===== config.mk =====
export PLATFORM = sky130hd
export DESIGN_NAME = frv_decode_top
export DESIGN_NICKNAME = d
export VERILOG_FILES = /design/src/decode_isa_pkg.sv /design/src/decode_pipe_pkg.sv /design/src/decode_ctrl_if.sv /design/src/decode_ctrl_decoder.sv /design/src/decode_operand_builder.sv /design/src/decode_stage_reg.sv /design/src/frv_decode_top.sv
export SDC_FILE = /design/constraint.sdc
export NUM_CORES = 1
export LEC_CHECK = 0
export CORE_ASPECT_RATIO = 0.6
export CORE_MARGIN = 2
export CORE_UTILIZATION = 50
export DETAILED_ROUTE_END_ITERATION = 6
export DONT_BUFFER_PORTS = 1
export PLACE_DENSITY_LB_ADDON = 0.15
export SLEW_MARGIN = 20
export SYNTH_ARGS = -nofsm -noshare
export SYNTH_HDL_FRONTEND = slang
export SYNTH_SLANG_ARGS = --single-unit

===== constraint.sdc =====
create_clock -name g_clk -period 15.6 [get_ports g_clk]
set_input_delay 4.68 -clock g_clk [delete_from_list [all_inputs] [get_ports g_clk]]
set_output_delay 4.68 -clock g_clk [all_outputs]
set_load 0.05 [all_outputs]

===== src/decode_isa_pkg.sv =====
// RV32I encoding constants
package decode_isa_pkg;

    localparam int XLEN       = 32;    // Data path width
    localparam int REG_ADDR_W = 5;

    localparam logic [XLEN-1:0]       PC_RESET_VALUE = 32'h8000_0000;
    localparam logic [REG_ADDR_W-1:0] REG_ZERO       = 5'd0;
    localparam logic [1:0]            OPC_LEN32      = 2'b11; // Low bits of a 32-bit word

    // ------------------------------------------------------------------------
    // Major opcodes, instruction bits 6:2
    // ------------------------------------------------------------------------
    typedef enum logic [4:0] {
        OPC_LOAD   = 5'b00000,
        OPC_OP_IMM = 5'b00100,
        OPC_AUIPC  = 5'b00101,
        OPC_STORE  = 5'b01000,
        OPC_OP     = 5'b01100,
        OPC_LUI    = 5'b01101,
        OPC_BRANCH = 5'b11000,
        OPC_JALR   = 5'b11001,
        OPC_JAL    = 5'b11011
    } opcode_e;

    // ------------------------------------------------------------------------
    // funct3 and funct7 fields
    // ------------------------------------------------------------------------
    localparam logic [2:0] F3_ADD_SUB = 3'b000;
    localparam logic [2:0] F3_SLL     = 3'b001;
    localparam logic [2:0] F3_SLT     = 3'b010;
    localparam logic [2:0] F3_SLTU    = 3'b011;
    localparam logic [2:0] F3_XOR     = 3'b100;
    localparam logic [2:0] F3_SRL_SRA = 3'b101;
    localparam logic [2:0] F3_OR      = 3'b110;
    localparam logic [2:0] F3_AND     = 3'b111;

    localparam logic [2:0] F3_BEQ  = 3'b000;
    localparam logic [2:0] F3_BNE  = 3'b001;
    localparam logic [2:0] F3_BLT  = 3'b100;
    localparam logic [2:0] F3_BGE  = 3'b101;
    localparam logic [2:0] F3_BLTU = 3'b110;
    localparam logic [2:0] F3_BGEU = 3'b111;
    localparam logic [2:0] F3_JALR = 3'b000;

    localparam logic [2:0] F3_BYTE  = 3'b000; // Also LB, SB
    localparam logic [2:0] F3_HALF  = 3'b001; // Also LH, SH
    localparam logic [2:0] F3_WORD  = 3'b010; // Also LW, SW
    localparam logic [2:0] F3_BYTEU = 3'b100;
    localparam logic [2:0] F3_HALFU = 3'b101;

    localparam logic [6:0] F7_BASE = 7'b0000000;
    localparam logic [6:0] F7_ALT  = 7'b0100000; // SUB and SRA(I)

    typedef enum logic [4:0] {
        TRAP_IACCESS = 5'd1, // Fetch access fault
        TRAP_IOPCODE = 5'd2  // Illegal instruction
    } trap_cause_e;

endpackage


===== src/decode_pipe_pkg.sv =====
// Pipeline encodings of decode
package decode_pipe_pkg;

    localparam int FU_W    = 2;
    localparam int UOP_W   = 5;
    localparam int ROUTE_W = 4;

    typedef enum logic [FU_W-1:0] {
        FU_NONE, // Nothing to execute, or a trap
        FU_ALU,
        FU_CFU,  // Branches and jumps
        FU_LSU
    } fu_e;

    typedef enum logic [UOP_W-1:0] {
        ALU_ADD = 5'd0, ALU_SUB  = 5'd1, ALU_AND = 5'd2, ALU_OR  = 5'd3,
        ALU_XOR = 5'd4, ALU_SLT  = 5'd5, ALU_SLTU = 5'd6, ALU_SLL = 5'd7,
        ALU_SRL = 5'd8, ALU_SRA  = 5'd9
    } alu_uop_e;

    typedef enum logic [UOP_W-1:0] {
        CFU_BEQ  = 5'd0, CFU_BNE  = 5'd1, CFU_BLT  = 5'd2, CFU_BGE  = 5'd3,
        CFU_BLTU = 5'd4, CFU_BGEU = 5'd5, CFU_JALI = 5'd6, CFU_JALR = 5'd7
    } cfu_uop_e;

    typedef enum logic [UOP_W-1:0] {
        LSU_LB  = 5'd0, LSU_LH  = 5'd1, LSU_LW = 5'd2, LSU_LBU = 5'd3,
        LSU_LHU = 5'd4, LSU_SB  = 5'd5, LSU_SH = 5'd6, LSU_SW  = 5'd7
    } lsu_uop_e;

    // ------------------------------------------------------------------------
    // Operand routing, listed as operand A, B, C
    // ------------------------------------------------------------------------
    typedef enum logic [ROUTE_W-1:0] {
        R_RR,     // rs1, rs2, zero
        R_RI,     // rs1, imm, zero
        R_STORE,  // rs1, imm, rs2
        R_BRANCH, // rs1, rs2, pc+imm
        R_JAL,    // zero, zero, pc+imm
        R_LUI,    // zero, imm, zero
        R_AUIPC,  // pc+imm, zero, zero
        R_NONE    // All zero
    } opr_route_e;

endpackage


===== src/decode_ctrl_if.sv =====
// Decoded control bundle
interface decode_ctrl_if import decode_isa_pkg::*, decode_pipe_pkg::*; ();

    fu_e                   fu;
    logic [UOP_W-1:0]      uop;
    logic [REG_ADDR_W-1:0] rd;    // Holds trap cause when trap is set
    logic                  trap;
    opr_route_e            route;

    modport dec (
        output fu, uop, rd, trap, route
    );

    modport opnd (
        input route
    );

    modport sreg (
        input fu, uop, rd, trap
    );

endinterface


===== src/decode_ctrl_decoder.sv =====
// RV32I control decoder
module decode_ctrl_decoder import decode_isa_pkg::*, decode_pipe_pkg::*; (
    input  logic [31:0]           i_instr,
    input  logic                  i_error,  // Fetch error on this word
    output logic [REG_ADDR_W-1:0] o_rs1_addr,
    output logic [REG_ADDR_W-1:0] o_rs2_addr,
    decode_ctrl_if.dec            ctrl
);

    opcode_e               opcode;
    logic [2:0]            funct3;
    logic [6:0]            funct7;
    logic                  legal;
    logic                  trap;
    fu_e                   fu;
    logic [UOP_W-1:0]      uop;
    logic [REG_ADDR_W-1:0] rd;
    opr_route_e            route;
    logic                  rs1_used;
    logic                  rs2_used;

    assign opcode = opcode_e'(i_instr[6:2]);
    assign funct3 = i_instr[14:12];
    assign funct7 = i_instr[31:25];

    // Shared by register and immediate ALU forms
    function automatic alu_uop_e alu_uop(input logic [2:0] f3, input logic alt);
        case (f3)
            F3_ADD_SUB: alu_uop = alt ? ALU_SUB : ALU_ADD;
            F3_SLL:     alu_uop = ALU_SLL;
            F3_SLT:     alu_uop = ALU_SLT;
            F3_SLTU:    alu_uop = ALU_SLTU;
            F3_XOR:     alu_uop = ALU_XOR;
            F3_SRL_SRA: alu_uop = alt ? ALU_SRA : ALU_SRL;
            F3_OR:      alu_uop = ALU_OR;
            F3_AND:     alu_uop = ALU_AND;
        endcase
    endfunction

    // ------------------------------------------------------------------------
    // Instruction classification
    // ------------------------------------------------------------------------
    always_comb begin
        legal = 1'b1;
        fu    = FU_NONE;
        uop   = '0;
        route = R_NONE;
        rd    = i_instr[11:7];
        case (opcode)
            OPC_OP: begin
                fu    = FU_ALU;
                route = R_RR;
                uop   = alu_uop(funct3, funct7[5]);
                legal = (funct7 == F7_BASE) ||
                        (funct7 == F7_ALT && (funct3 == F3_ADD_SUB || funct3 == F3_SRL_SRA));
            end
            OPC_OP_IMM: begin
                fu    = FU_ALU;
                route = R_RI;
                uop   = alu_uop(funct3, funct3 == F3_SRL_SRA && funct7[5]); // addi has no sub
                if (funct3 == F3_SLL) begin
                    legal = funct7 == F7_BASE;
                end else if (funct3 == F3_SRL_SRA) begin
                    legal = funct7 == F7_BASE || funct7 == F7_ALT;
                end
            end
            OPC_LUI: begin
                fu    = FU_ALU;
                uop   = ALU_OR;                 // Zero OR imm
                route = R_LUI;
            end
            OPC_AUIPC: begin
                fu    = FU_ALU;
                uop   = ALU_ADD;                // (pc+imm) plus zero
                route = R_AUIPC;
            end
            OPC_BRANCH: begin
                fu    = FU_CFU;
                route = R_BRANCH;
                rd    = REG_ZERO;
                case (funct3)
                    F3_BEQ:  uop = CFU_BEQ;
                    F3_BNE:  uop = CFU_BNE;
                    F3_BLT:  uop = CFU_BLT;
                    F3_BGE:  uop = CFU_BGE;
                    F3_BLTU: uop = CFU_BLTU;
                    F3_BGEU: uop = CFU_BGEU;
                    default: legal = 1'b0;
                endcase
            end
            OPC_JAL: begin
                fu    = FU_CFU;
                uop   = CFU_JALI;
                route = R_JAL;
            end
            OPC_JALR: begin
                fu    = FU_CFU;
                uop   = CFU_JALR;
                route = R_RI;
                legal = funct3 == F3_JALR;
            end
            OPC_LOAD: begin
                fu    = FU_LSU;
                route = R_RI;
                case (funct3)
                    F3_BYTE:  uop = LSU_LB;
                    F3_HALF:  uop = LSU_LH;
                    F3_WORD:  uop = LSU_LW;
                    F3_BYTEU: uop = LSU_LBU;
                    F3_HALFU: uop = LSU_LHU;
                    default:  legal = 1'b0;
                endcase
            end
            OPC_STORE: begin
                fu    = FU_LSU;
                route = R_STORE;
                rd    = REG_ZERO;
                case (funct3)
                    F3_BYTE: uop = LSU_SB;
                    F3_HALF: uop = LSU_SH;
                    F3_WORD: uop = LSU_SW;
                    default: legal = 1'b0;
                endcase
            end
            default: legal = 1'b0;
        endcase

        if (i_instr[1:0] != OPC_LEN32) begin
            legal = 1'b0;                       // Compressed words not supported
        end

        // Fetch error wins over an illegal encoding
        trap = i_error || !legal;
        if (trap) begin
            fu    = FU_NONE;
            uop   = '0;
            route = R_NONE;
            rd    = i_error ? TRAP_IACCESS : TRAP_IOPCODE;
        end
    end

    // ------------------------------------------------------------------------
    // Register file read addresses
    // ------------------------------------------------------------------------
    assign rs1_used   = route inside {R_RR, R_RI, R_STORE, R_BRANCH};
    assign rs2_used   = route inside {R_RR, R_STORE, R_BRANCH};
    assign o_rs1_addr = rs1_used ? i_instr[19:15] : REG_ZERO;
    assign o_rs2_addr = rs2_used ? i_instr[24:20] : REG_ZERO;

    assign ctrl.fu    = fu;
    assign ctrl.uop   = uop;
    assign ctrl.rd    = rd;
    assign ctrl.trap  = trap;
    assign ctrl.route = route;

endmodule


===== src/decode_operand_builder.sv =====
// Immediates, program counter and operands
module decode_operand_builder import decode_isa_pkg::*, decode_pipe_pkg::*; (
    input  logic            g_clk,
    input  logic            g_resetn,
    input  logic [31:0]     i_instr,
    input  logic            i_accept,     // Instruction taken this cycle
    input  logic            i_cf_req,
    input  logic            i_cf_ack,
    input  logic [XLEN-1:0] i_cf_target,
    input  logic [XLEN-1:0] i_rs1_rdata,
    input  logic [XLEN-1:0] i_rs2_rdata,
    decode_ctrl_if.opnd     ctrl,
    output logic [XLEN-1:0] o_opr_a,
    output logic [XLEN-1:0] o_opr_b,
    output logic [XLEN-1:0] o_opr_c
);

    logic [XLEN-1:0] imm_i;
    logic [XLEN-1:0] imm_s;
    logic [XLEN-1:0] imm_b;
    logic [XLEN-1:0] imm_u;
    logic [XLEN-1:0] imm_j;
    logic [XLEN-1:0] pc;
    logic [XLEN-1:0] pc_imm;
    logic [XLEN-1:0] pc_plus_imm;

    // ------------------------------------------------------------------------
    // Immediate extraction
    // ------------------------------------------------------------------------
    assign imm_i = {{20{i_instr[31]}}, i_instr[31:20]};
    assign imm_s = {{20{i_instr[31]}}, i_instr[31:25], i_instr[11:7]};
    assign imm_b = {{19{i_instr[31]}}, i_instr[31], i_instr[7], i_instr[30:25],
                    i_instr[11:8], 1'b0};
    assign imm_u = {i_instr[31:12], 12'b0};
    assign imm_j = {{11{i_instr[31]}}, i_instr[31], i_instr[19:12], i_instr[20],
                    i_instr[30:21], 1'b0};

    // ------------------------------------------------------------------------
    // Program counter
    // ------------------------------------------------------------------------
    always_ff @(posedge g_clk) begin
        if (!g_resetn) begin
            pc <= PC_RESET_VALUE;
        end else if (i_cf_req && i_cf_ack) begin
            pc <= i_cf_target;                  // Redirect has priority
        end else if (i_accept) begin
            pc <= pc + XLEN'(4);
        end
    end

    always_comb begin
        case (ctrl.route)
            R_BRANCH: pc_imm = imm_b;
            R_JAL:    pc_imm = imm_j;
            default:  pc_imm = imm_u;           // AUIPC
        endcase
    end

    assign pc_plus_imm = pc + pc_imm;

    // Unused operands load as zero
    always_comb begin
        o_opr_a = '0;
        o_opr_b = '0;
        o_opr_c = '0;
        case (ctrl.route)
            R_RR: begin
                o_opr_a = i_rs1_rdata;
                o_opr_b = i_rs2_rdata;
            end
            R_RI: begin
                o_opr_a = i_rs1_rdata;
                o_opr_b = imm_i;
            end
            R_STORE: begin
                o_opr_a = i_rs1_rdata;
                o_opr_b = imm_s;
                o_opr_c = i_rs2_rdata;          // Store data
            end
            R_BRANCH: begin
                o_opr_a = i_rs1_rdata;
                o_opr_b = i_rs2_rdata;
                o_opr_c = pc_plus_imm;          // Branch target
            end
            R_JAL:   o_opr_c = pc_plus_imm;
            R_LUI:   o_opr_b = imm_u;
            R_AUIPC: o_opr_a = pc_plus_imm;
            default: ;
        endcase
    end

    pc_aligned_a: assert property (@(posedge g_clk) disable iff (!g_resetn)
        ((i_cf_req && i_cf_ack) ? (i_cf_target[1:0] == 2'b00) : (pc[1:0] == 2'b00))
        |=> (pc[1:0] == 2'b00))
        else $error("program counter lost word alignment");

endmodule


===== src/decode_stage_reg.sv =====
// Decode output pipeline register
module decode_stage_reg import decode_isa_pkg::*, decode_pipe_pkg::*; (
    input  logic                  g_clk,
    input  logic                  g_resetn,
    input  logic                  i_valid,
    input  logic                  i_flush,
    input  logic                  i_busy,    // Next stage stalled
    output logic                  o_busy,
    output logic                  o_valid,
    output logic                  o_accept,  // Input taken this cycle
    decode_ctrl_if.sreg           ctrl,
    input  logic [XLEN-1:0]       i_opr_a,
    input  logic [XLEN-1:0]       i_opr_b,
    input  logic [XLEN-1:0]       i_opr_c,
    output logic [XLEN-1:0]       o_opr_a,
    output logic [XLEN-1:0]       o_opr_b,
    output logic [XLEN-1:0]       o_opr_c,
    output fu_e                   o_fu,
    output logic [UOP_W-1:0]      o_uop,
    output logic [REG_ADDR_W-1:0] o_rd,
    output logic                  o_trap
);

    assign o_busy   = o_valid && i_busy;
    assign o_accept = i_valid && !o_busy;

    always_ff @(posedge g_clk) begin
        if (!g_resetn || i_flush) begin
            o_valid <= 1'b0;
        end else if (!o_busy) begin
            o_valid <= i_valid;
        end
    end

    always_ff @(posedge g_clk) begin
        if (o_accept) begin
            o_fu    <= ctrl.fu;
            o_uop   <= ctrl.uop;
            o_rd    <= ctrl.rd;
            o_trap  <= ctrl.trap;
            o_opr_a <= i_opr_a;
            o_opr_b <= i_opr_b;
            o_opr_c <= i_opr_c;
        end
    end

    // Stalled output keeps its payload, and stays valid unless flushed
    hold_on_stall_a: assert property (@(posedge g_clk) disable iff (!g_resetn)
        (o_valid && i_busy) |=>
            $stable({o_fu, o_uop, o_rd, o_trap, o_opr_a, o_opr_b, o_opr_c}) &&
            (o_valid || $past(i_flush)))
        else $error("decode output changed while stalled");

endmodule


===== src/frv_decode_top.sv =====
// RV32I decode stage
module frv_decode_top import decode_isa_pkg::*, decode_pipe_pkg::*; (
    input  logic                  g_clk,
    input  logic                  g_resetn,

    input  logic                  i_s1_valid,
    output logic                  o_s1_busy,
    input  logic [31:0]           i_s1_data,
    input  logic                  i_s1_error,
    input  logic                  i_s1_flush,
    output logic [REG_ADDR_W-1:0] o_s1_rs1_addr,
    output logic [REG_ADDR_W-1:0] o_s1_rs2_addr,
    input  logic [XLEN-1:0]       i_s1_rs1_rdata,
    input  logic [XLEN-1:0]       i_s1_rs2_rdata,

    input  logic                  i_cf_req,
    input  logic [XLEN-1:0]       i_cf_target,
    input  logic                  i_cf_ack,

    output logic                  o_s2_valid,
    input  logic                  i_s2_busy,
    output logic [REG_ADDR_W-1:0] o_s2_rd,
    output logic [XLEN-1:0]       o_s2_opr_a,
    output logic [XLEN-1:0]       o_s2_opr_b,
    output logic [XLEN-1:0]       o_s2_opr_c,
    output logic [UOP_W-1:0]      o_s2_uop,
    output fu_e                   o_s2_fu,
    output logic                  o_s2_trap
);

    logic            accept;
    logic [XLEN-1:0] opr_a;
    logic [XLEN-1:0] opr_b;
    logic [XLEN-1:0] opr_c;

    decode_ctrl_if ctrl_if ();

    decode_ctrl_decoder decoder_i (
        .i_instr     (i_s1_data),
        .i_error     (i_s1_error),
        .o_rs1_addr  (o_s1_rs1_addr),
        .o_rs2_addr  (o_s1_rs2_addr),
        .ctrl        (ctrl_if.dec)
    );

    decode_operand_builder operand_builder_i (
        .g_clk       (g_clk),
        .g_resetn    (g_resetn),
        .i_instr     (i_s1_data),
        .i_accept    (accept),
        .i_cf_req    (i_cf_req),
        .i_cf_ack    (i_cf_ack),
        .i_cf_target (i_cf_target),
        .i_rs1_rdata (i_s1_rs1_rdata),
        .i_rs2_rdata (i_s1_rs2_rdata),
        .ctrl        (ctrl_if.opnd),
        .o_opr_a     (opr_a),
        .o_opr_b     (opr_b),
        .o_opr_c     (opr_c)
    );

    decode_stage_reg stage_reg_i (
        .g_clk       (g_clk),
        .g_resetn    (g_resetn),
        .i_valid     (i_s1_valid),
        .i_flush     (i_s1_flush),
        .i_busy      (i_s2_busy),
        .o_busy      (o_s1_busy),
        .o_valid     (o_s2_valid),
        .o_accept    (accept),          // Steps the program counter
        .ctrl        (ctrl_if.sreg),
        .i_opr_a     (opr_a),
        .i_opr_b     (opr_b),
        .i_opr_c     (opr_c),
        .o_opr_a     (o_s2_opr_a),
        .o_opr_b     (o_s2_opr_b),
        .o_opr_c     (o_s2_opr_c),
        .o_fu        (o_s2_fu),
        .o_uop       (o_s2_uop),
        .o_rd        (o_s2_rd),
        .o_trap      (o_s2_trap)
    );

endmodule


### Word level (Yosys, flattened, before mapping)

Cells that the tools add are included.

| word-level totals | value |
|---|---|
| bits in registers | 142 |
| bits of input ports | 136 |

| operators by class | value |
|---|---|
| mux-type cells | 31 |
| reductions and logical operators | 32 |
| equality and inequality tests | 23 |
| add/sub/neg operators | 2 |

Operators by type and width:

| operator | count |
|---|---|
| case mux 32 bit (2 select lines) | 2 |
| case mux 32 bit (4 select lines) | 1 |
| case mux 5 bit (8 select lines) | 3 |
| two-way mux 32 bit | 2 |
| case mux 31 bit (2 select lines) | 1 |
| adder 32 x 3 -> 32 bit (second input constant) | 1 |
| adder 32 bit | 1 |
| == test 3 bit (second input constant) | 7 |
| case mux 3 bit (7 select lines) | 1 |
| two-way mux 5 bit | 4 |
| == test 5 x 4 -> 1 bit (second input constant) | 3 |
| == test 5 bit (second input constant) | 3 |
| case mux 3 bit (5 select lines) | 1 |
| == test 3 x 2 -> 1 bit (second input constant) | 4 |
| case mux 3 bit (4 select lines) | 1 |
| OR reduction 3 bit | 4 |
| == test 5 x 3 -> 1 bit (second input constant) | 2 |
| two-way mux 1 bit | 10 |
| case mux 3 bit (3 select lines) | 1 |
| OR reduction 2 bit | 4 |
| OR reduction 4 bit | 2 |
| == test 7 x 6 -> 1 bit (second input constant) | 1 |
| logical NOT 7 bit | 1 |
| case mux 1 bit (7 select lines) | 1 |
| 16 further kinds | 27 |

### Logic depth before layout (Yosys ltp)

| depth | value |
|---|---|
| depth after elaboration | 13 |
| gate-level depth with buffers | 19 |
| mapped depth without buffers | 16 |

### Cells and area by module

Synthesis repeated with hierarchy kept, for this count alone.

| second synthesis, totals | value |
|---|---|
| cells, all modules | 954 |
| area total of the unflattened synthesis | 9251.4 um2 |

By module, submodules not included:

| module | seq. area each (um2) | cells each | times used | area each (um2) |
|---|---|---|---|---|
| decode_operand_builder | 640.6 | 689 | 1 | 4976.0 |
| decode_stage_reg | 3293.2 | 114 | 1 | 3328.2 |
| decode_ctrl_decoder | 0.0 | 151 | 1 | 947.2 |

### Worst setup path after synthesis

OpenSTA, ideal clock, no wires.

| timing | value |
|---|---|
| path type | in2reg |
| from | in i_s1_valid |
| to | reg operand_builder_i.pc[15] |
| stages on the path | 6 |
| path slack | 3.690 ns |
| arrival | 11.777 ns |
| required time | 15.467 ns |
| setup time | 0.133 ns |
| buffers on the path | 0 |
| cells stage by stage | a21boi_1 > nand3_1 > or3_1 > nor2_1 > xnor2_1 > a21oi_1 |

| between the ends | value |
|---|---|
| longest elaborated chain between the ends | 2 |

RTL lines:

| what | RTL line | source |
|---|---|---|
| start, declared | frv_decode_top.sv:6 | `input logic i_s1_valid,` |
| logical AND 1 bit | decode_stage_reg.sv:25 | `assign o_accept = i_valid && !o_busy;` |
| nonzero test 2 bit (no source line) | n/a |  |
| end signal, assigned | decode_operand_builder.sv:45 | `pc <= i_cf_target;` |
| end signal, assigned | decode_operand_builder.sv:47 | `pc <= pc + XLEN'(4);` |
| end, declared | decode_operand_builder.sv:23 | `logic [XLEN-1:0] pc;` |

No other way between the ends.
A chain may end at the register's enable or synchronous reset.

### Worst setup path in the final report

| timing | value |
|---|---|
| from | in i_s1_data[4] |
| to | out o_s1_rs1_addr[3] |

| between the ends | value |
|---|---|
| longest elaborated chain between the ends | 10 |
| elaborated cells between the ends (all ways) | 23 |

RTL lines:

| what | RTL line | source |
|---|---|---|
| start, declared | frv_decode_top.sv:8 | `input logic [31:0] i_s1_data,` |
| == test 5 x 4 -> 1 bit, or another cell as far along | decode_ctrl_decoder.sv:49 | `case (opcode)` |
| OR reduction 3 bit (no source line) | n/a |  |
| case mux 1 bit (7 select lines) | decode_ctrl_decoder.sv:49 |  |
| two-way mux 1 bit | decode_ctrl_decoder.sv:128 | `if (i_instr[1:0] != OPC_LEN32) begin` |
| logical NOT 1 bit | decode_ctrl_decoder.sv:133 | `trap = i_error \|\| !legal;` |
| logical OR 1 bit | decode_ctrl_decoder.sv:133 |  |
| two-way mux 3 bit * | decode_ctrl_decoder.sv:134 | `if (trap) begin` |
| == test 3 x 1 -> 1 bit, or another cell as far along | decode_ctrl_decoder.sv:145 | `assign rs1_used = route inside {R_RR, R_RI, R_STORE, R_BRANCH};` |
| nonzero test 4 bit * | decode_ctrl_decoder.sv:145 |  |
| two-way mux 5 bit * | decode_ctrl_decoder.sv:147 | `assign o_rs1_addr = rs1_used ? i_instr[19:15] : REG_ZERO;` |
| end, declared | frv_decode_top.sv:11 | `output logic [REG_ADDR_W-1:0] o_s1_rs1_addr,` |

Mark *: on every way between the ends. The rest lies on a longest branch, timed or not.

==> results <==
- The run finished with clean final reports.
- The worst path meets setup with 3580 ps of slack.
- In this run the remaining antenna-violating nets after routing total 0.
- After synthesis the netlist holds a flip-flop and latch count of 141.
- The slowest library cell on the worst path is or4b_1.
- The number of antenna violations at the first check in global routing came to 2.
- The worst setup path is launched from an input pin.
- The synthesized design contains 108 enable-type register cells.
- The number of port buffers is 0.
- The worst clock skew on the final layout is 9.85 ps.
- For this run, design rule violations remaining after detail routing come to 0.
- The congestion estimate from routability-driven global placement came to 0.950.
- The number of buffers created by CTS is 17.
- The reg-to-reg startpoint is operand_builder_i.pc[2].
- The remaining global-route overflow is 0.
- The total count of max-transition violations in the final report is 0.
- The total track usage is 33.3%.
- The fraction of registers with async set/reset is 0%.
- Summed over all failing endpoints, the final setup total negative slack is 0 ps.
- In this run the worst path has a maximum fanout of 37.
- Traced cell by cell, the critical path runs through or4b_1 > o41ai_2 > nand4b_1 > a21oi_4 > nor4_4 > buf_4 > and2_1.
- Among all flip-flop cells after synthesis, the most frequent one is edfxtp_1.
- By count the netlist is led by edfxtp_1 (108), nor2_1 (75), nand2_1 (66).
- The post-synthesis cell area is 0.00878 sq mm.
- Dividing the final minimum period by the clock period gives 77.0%.
- The number of ports placed on the die boundary is 257.
- The finished layout cell area is 0.00955 sq mm.
- In this run the vertical extent of the chip is 107 um.
- The source of the worst hold timing path is operand_builder_i.pc[1].
- The element type at the critical path end is a primary output.
- The arrival time reported for the critical path endpoint is 7340 ps.
- Synthesis handed over a netlist of 874 instances.
- The growth of design area from synthesis to finish is 8.69%.
- The first global-routing pass estimated 45,700 um of wire.
- VDD sags by at most 0.0644 mV.
- Based on the critical path, the design can be clocked at up to 83.2 MHz.
- The minimum clock period after layout is 12,020 ps.
- At the pin with the least slew margin, the transition time is 1090 ps.
- The leakage power is 3.56 nW.
- The maximum level of the CTS H-tree is 4.
- Summed over all nets, the half-perimeter wirelength after detailed placement is 24,000 um.
- The design draws 1.02 mW.
- The number of nets in the layout is 1,017.
- Yosys attributes the largest share of cell area to edfxtp_1 (37%), dfxtp_1 (7.5%), ha_1 (4.7%).
- The number of sinks driven by the clock tree is 141.
- Setup repair after global routing left no endpoint under its margin.
- The post-synthesis cell type with the largest combined area is edfxtp_1.
- Yosys instantiated no cell more often than edfxtp_1.
- The setup slack after placement is 3640 ps.
- Entering global routing, the biggest net connects 76 pins.
- Detailed routing inserted a total of 7,473 vias.
- Clock-pin slew was measured on the worst setup and hold paths at 70 ps.
- The beginning of the critical path is i_s1_data[4].
- The fraction of layout cells with a size suffix above 1 is 8.37%.
- Summing all placed instances gives a cell area of 0.00891 sq mm.
- The critical path is of the input pin to primary output type.
- The mean post-synth cell area is 10.0 sq um.
- The number of different library cells used by synthesis comes to 69.
- The clock passes through at most 2 buffers.
- For this configuration, the core starts out at a cell density of 51.1%.
- The total power per unit cell area is 107 mW/mm^2.
- Max-cap violations in this run came to 0.
- Setup violations remaining at the end of the flow were counted as 0.
- The later pin in the worst-skew pair is clocked with a latency of 430 ps.
- In this run the standard cell core region covers 0.0172 sq mm.
- The Yosys step of the flow raised 0 warnings.
- The number of DRC markers after the initial detailed-route iteration is 817.
- The post-cts gate resize count is 0.
- At the worst endpoint, the required time is 10,920 ps.
- The number of global-route vias before repair is 7,014.
- TritonCTS built the clock tree.
- The number of endpoints with negative hold slack in the final report was 0.
- The final layout contains routed wiring with a total length of 31,200 um.
- The max-slew headroom at the worst pin is 27.5%.
- The portion of synthesized cell area occupied by the leading cell type is 36.9%.
- When the netlist entered floorplanning its net count stood at 1,044.
- The floorplan has 37 rows.
- For this run, the detailed router's first-pass iteration total came to 5.
- The post-synthesis sequential area ratio is 44.4%.
- For this run, the slowest stage of the critical path takes 750 ps.
- The buffer count from post-CTS setup fixing is 0.
- The die covers 0.0187 sq mm.
- In the final routed layout, each cell accounts on average for 28.4 um.
- The worst hold path belongs to the class flip-flop to flip-flop.
- The width of the chip is 175 um.
- CTS placed an instance of clkbuf_16 at the clock tree root.
- Dividing the detail-routed via count by the number of cells gives 6.82.
- The number of buffers added to fix hold violations after cts is 0.
==> sequential cells by signal (all words and copies together), names as in the netlist <==
name	flops
stage_reg_i.o_opr_c	32
stage_reg_i.o_opr_b	32
stage_reg_i.o_valid	1
stage_reg_i.o_fu	2
stage_reg_i.o_trap	1
stage_reg_i.o_opr_a	32
stage_reg_i.o_rd	5
stage_reg_i.o_uop	4
operand_builder_i.pc	32
==> path summary, 6_finish.rpt <==
check | slack (ps) | endpoint | depth (start not counted)
setup / recovery | 3580 | o_s1_rs1_addr[3] | 7
hold / removal | 500 | operand_builder_i.pc[1] | 2
setup reg to reg | 12070 | stage_reg_i.o_opr_c[31] | 8
hold reg to reg | 500 | operand_builder_i.pc[1] | 2
==> cells by family (layout without fill, tap and decap cells) <==
family                   count (synthesis)  count (layout)  synth area share (%)
AO/OA/AOI/OAI                          281             281                  23.3
XOR/XNOR                                51              51                  5.09
adder cells (fa/ha/maj)                 34              34                  4.93
buffers and inverters                   73              59                  3.52
flip-flops                             141             141                  44.4
multiplexers                            10              10                  1.27
other                                    1               3                0.0427
AND/OR/NAND/NOR                        283             283                  17.4
==> area by class of cell <==
class	count	area [sq um]
tap	234	293
clock buffer	17	425
sequential	141	3900
timing repair buffer	8	60.1
fill	1501	7630
inverter	19	71.3
clock inverter	15	198
multi-input combinational	660	4590
antenna	2	5.00
==> through the flow <==
stage / utilization (%) / cells / hold WS (ps)
finish: 55.6 / 1096 / 503
global route: 55.6 / 1094 / 528
CTS: 55.5 / 1094 / 512
detailed placement: 51.9 / 1062 / 503
global placement: 51.9 / 1062 / 504
floorplan: - / 874 / 441
==> power breakdown <==
part,switching (mW),internal [mW],total (mW)
Clock,0.186,0.245,0.432
Combinational,0.0691,0.0361,0.105
Sequential,0.0632,0.423,0.487
==> per-layer routing <==
layer | GRT usage, % | vias to the layer above | share of wire (%)
met5 | 0 | - | 0
met4 | 8.69 | 0 | 1.3
met3 | 12.7 | 27 | 14
met2 | 45.3 | 496 | 41
met1 | 49.1 | 3635 | 44
li1 | - | 3315 | -
==> placed cells by master, fill, tap and decap left out, drive strengths merged, types with 5 or more instances in the layout <==
cell type,Yosys,final
edfxtp,108,108
nor2,76,76
nand2,66,66
a21oi,50,50
a22o,46,46
o21ai,45,45
ha,33,33
dfxtp,33,33
xnor2,30,30
inv,19,27
a21o,25,25
a221o,24,24
and2,23,23
a211oi,22,22
xor2,21,21
nor3,20,20
nand3,17,17
clkbuf,28,17
o31ai,14,14
and4,13,13
nand4,10,10
and3,9,9
mux2,9,9
a22oi,8,8
buf,26,8
nor4,8,8
or2,7,7
o21a,6,6
nor4b,6,6
a31oi,6,6
or3,6,6
nand2b,5,5
o21bai,5,5
==> critical path, delay by kind of cell <==
kind	cells	cell delay [ps]
compound gates	2	450
simple gates	4	1750
buf+inv	1	440
No activity file was read; power rests on OpenSTA's default activity.
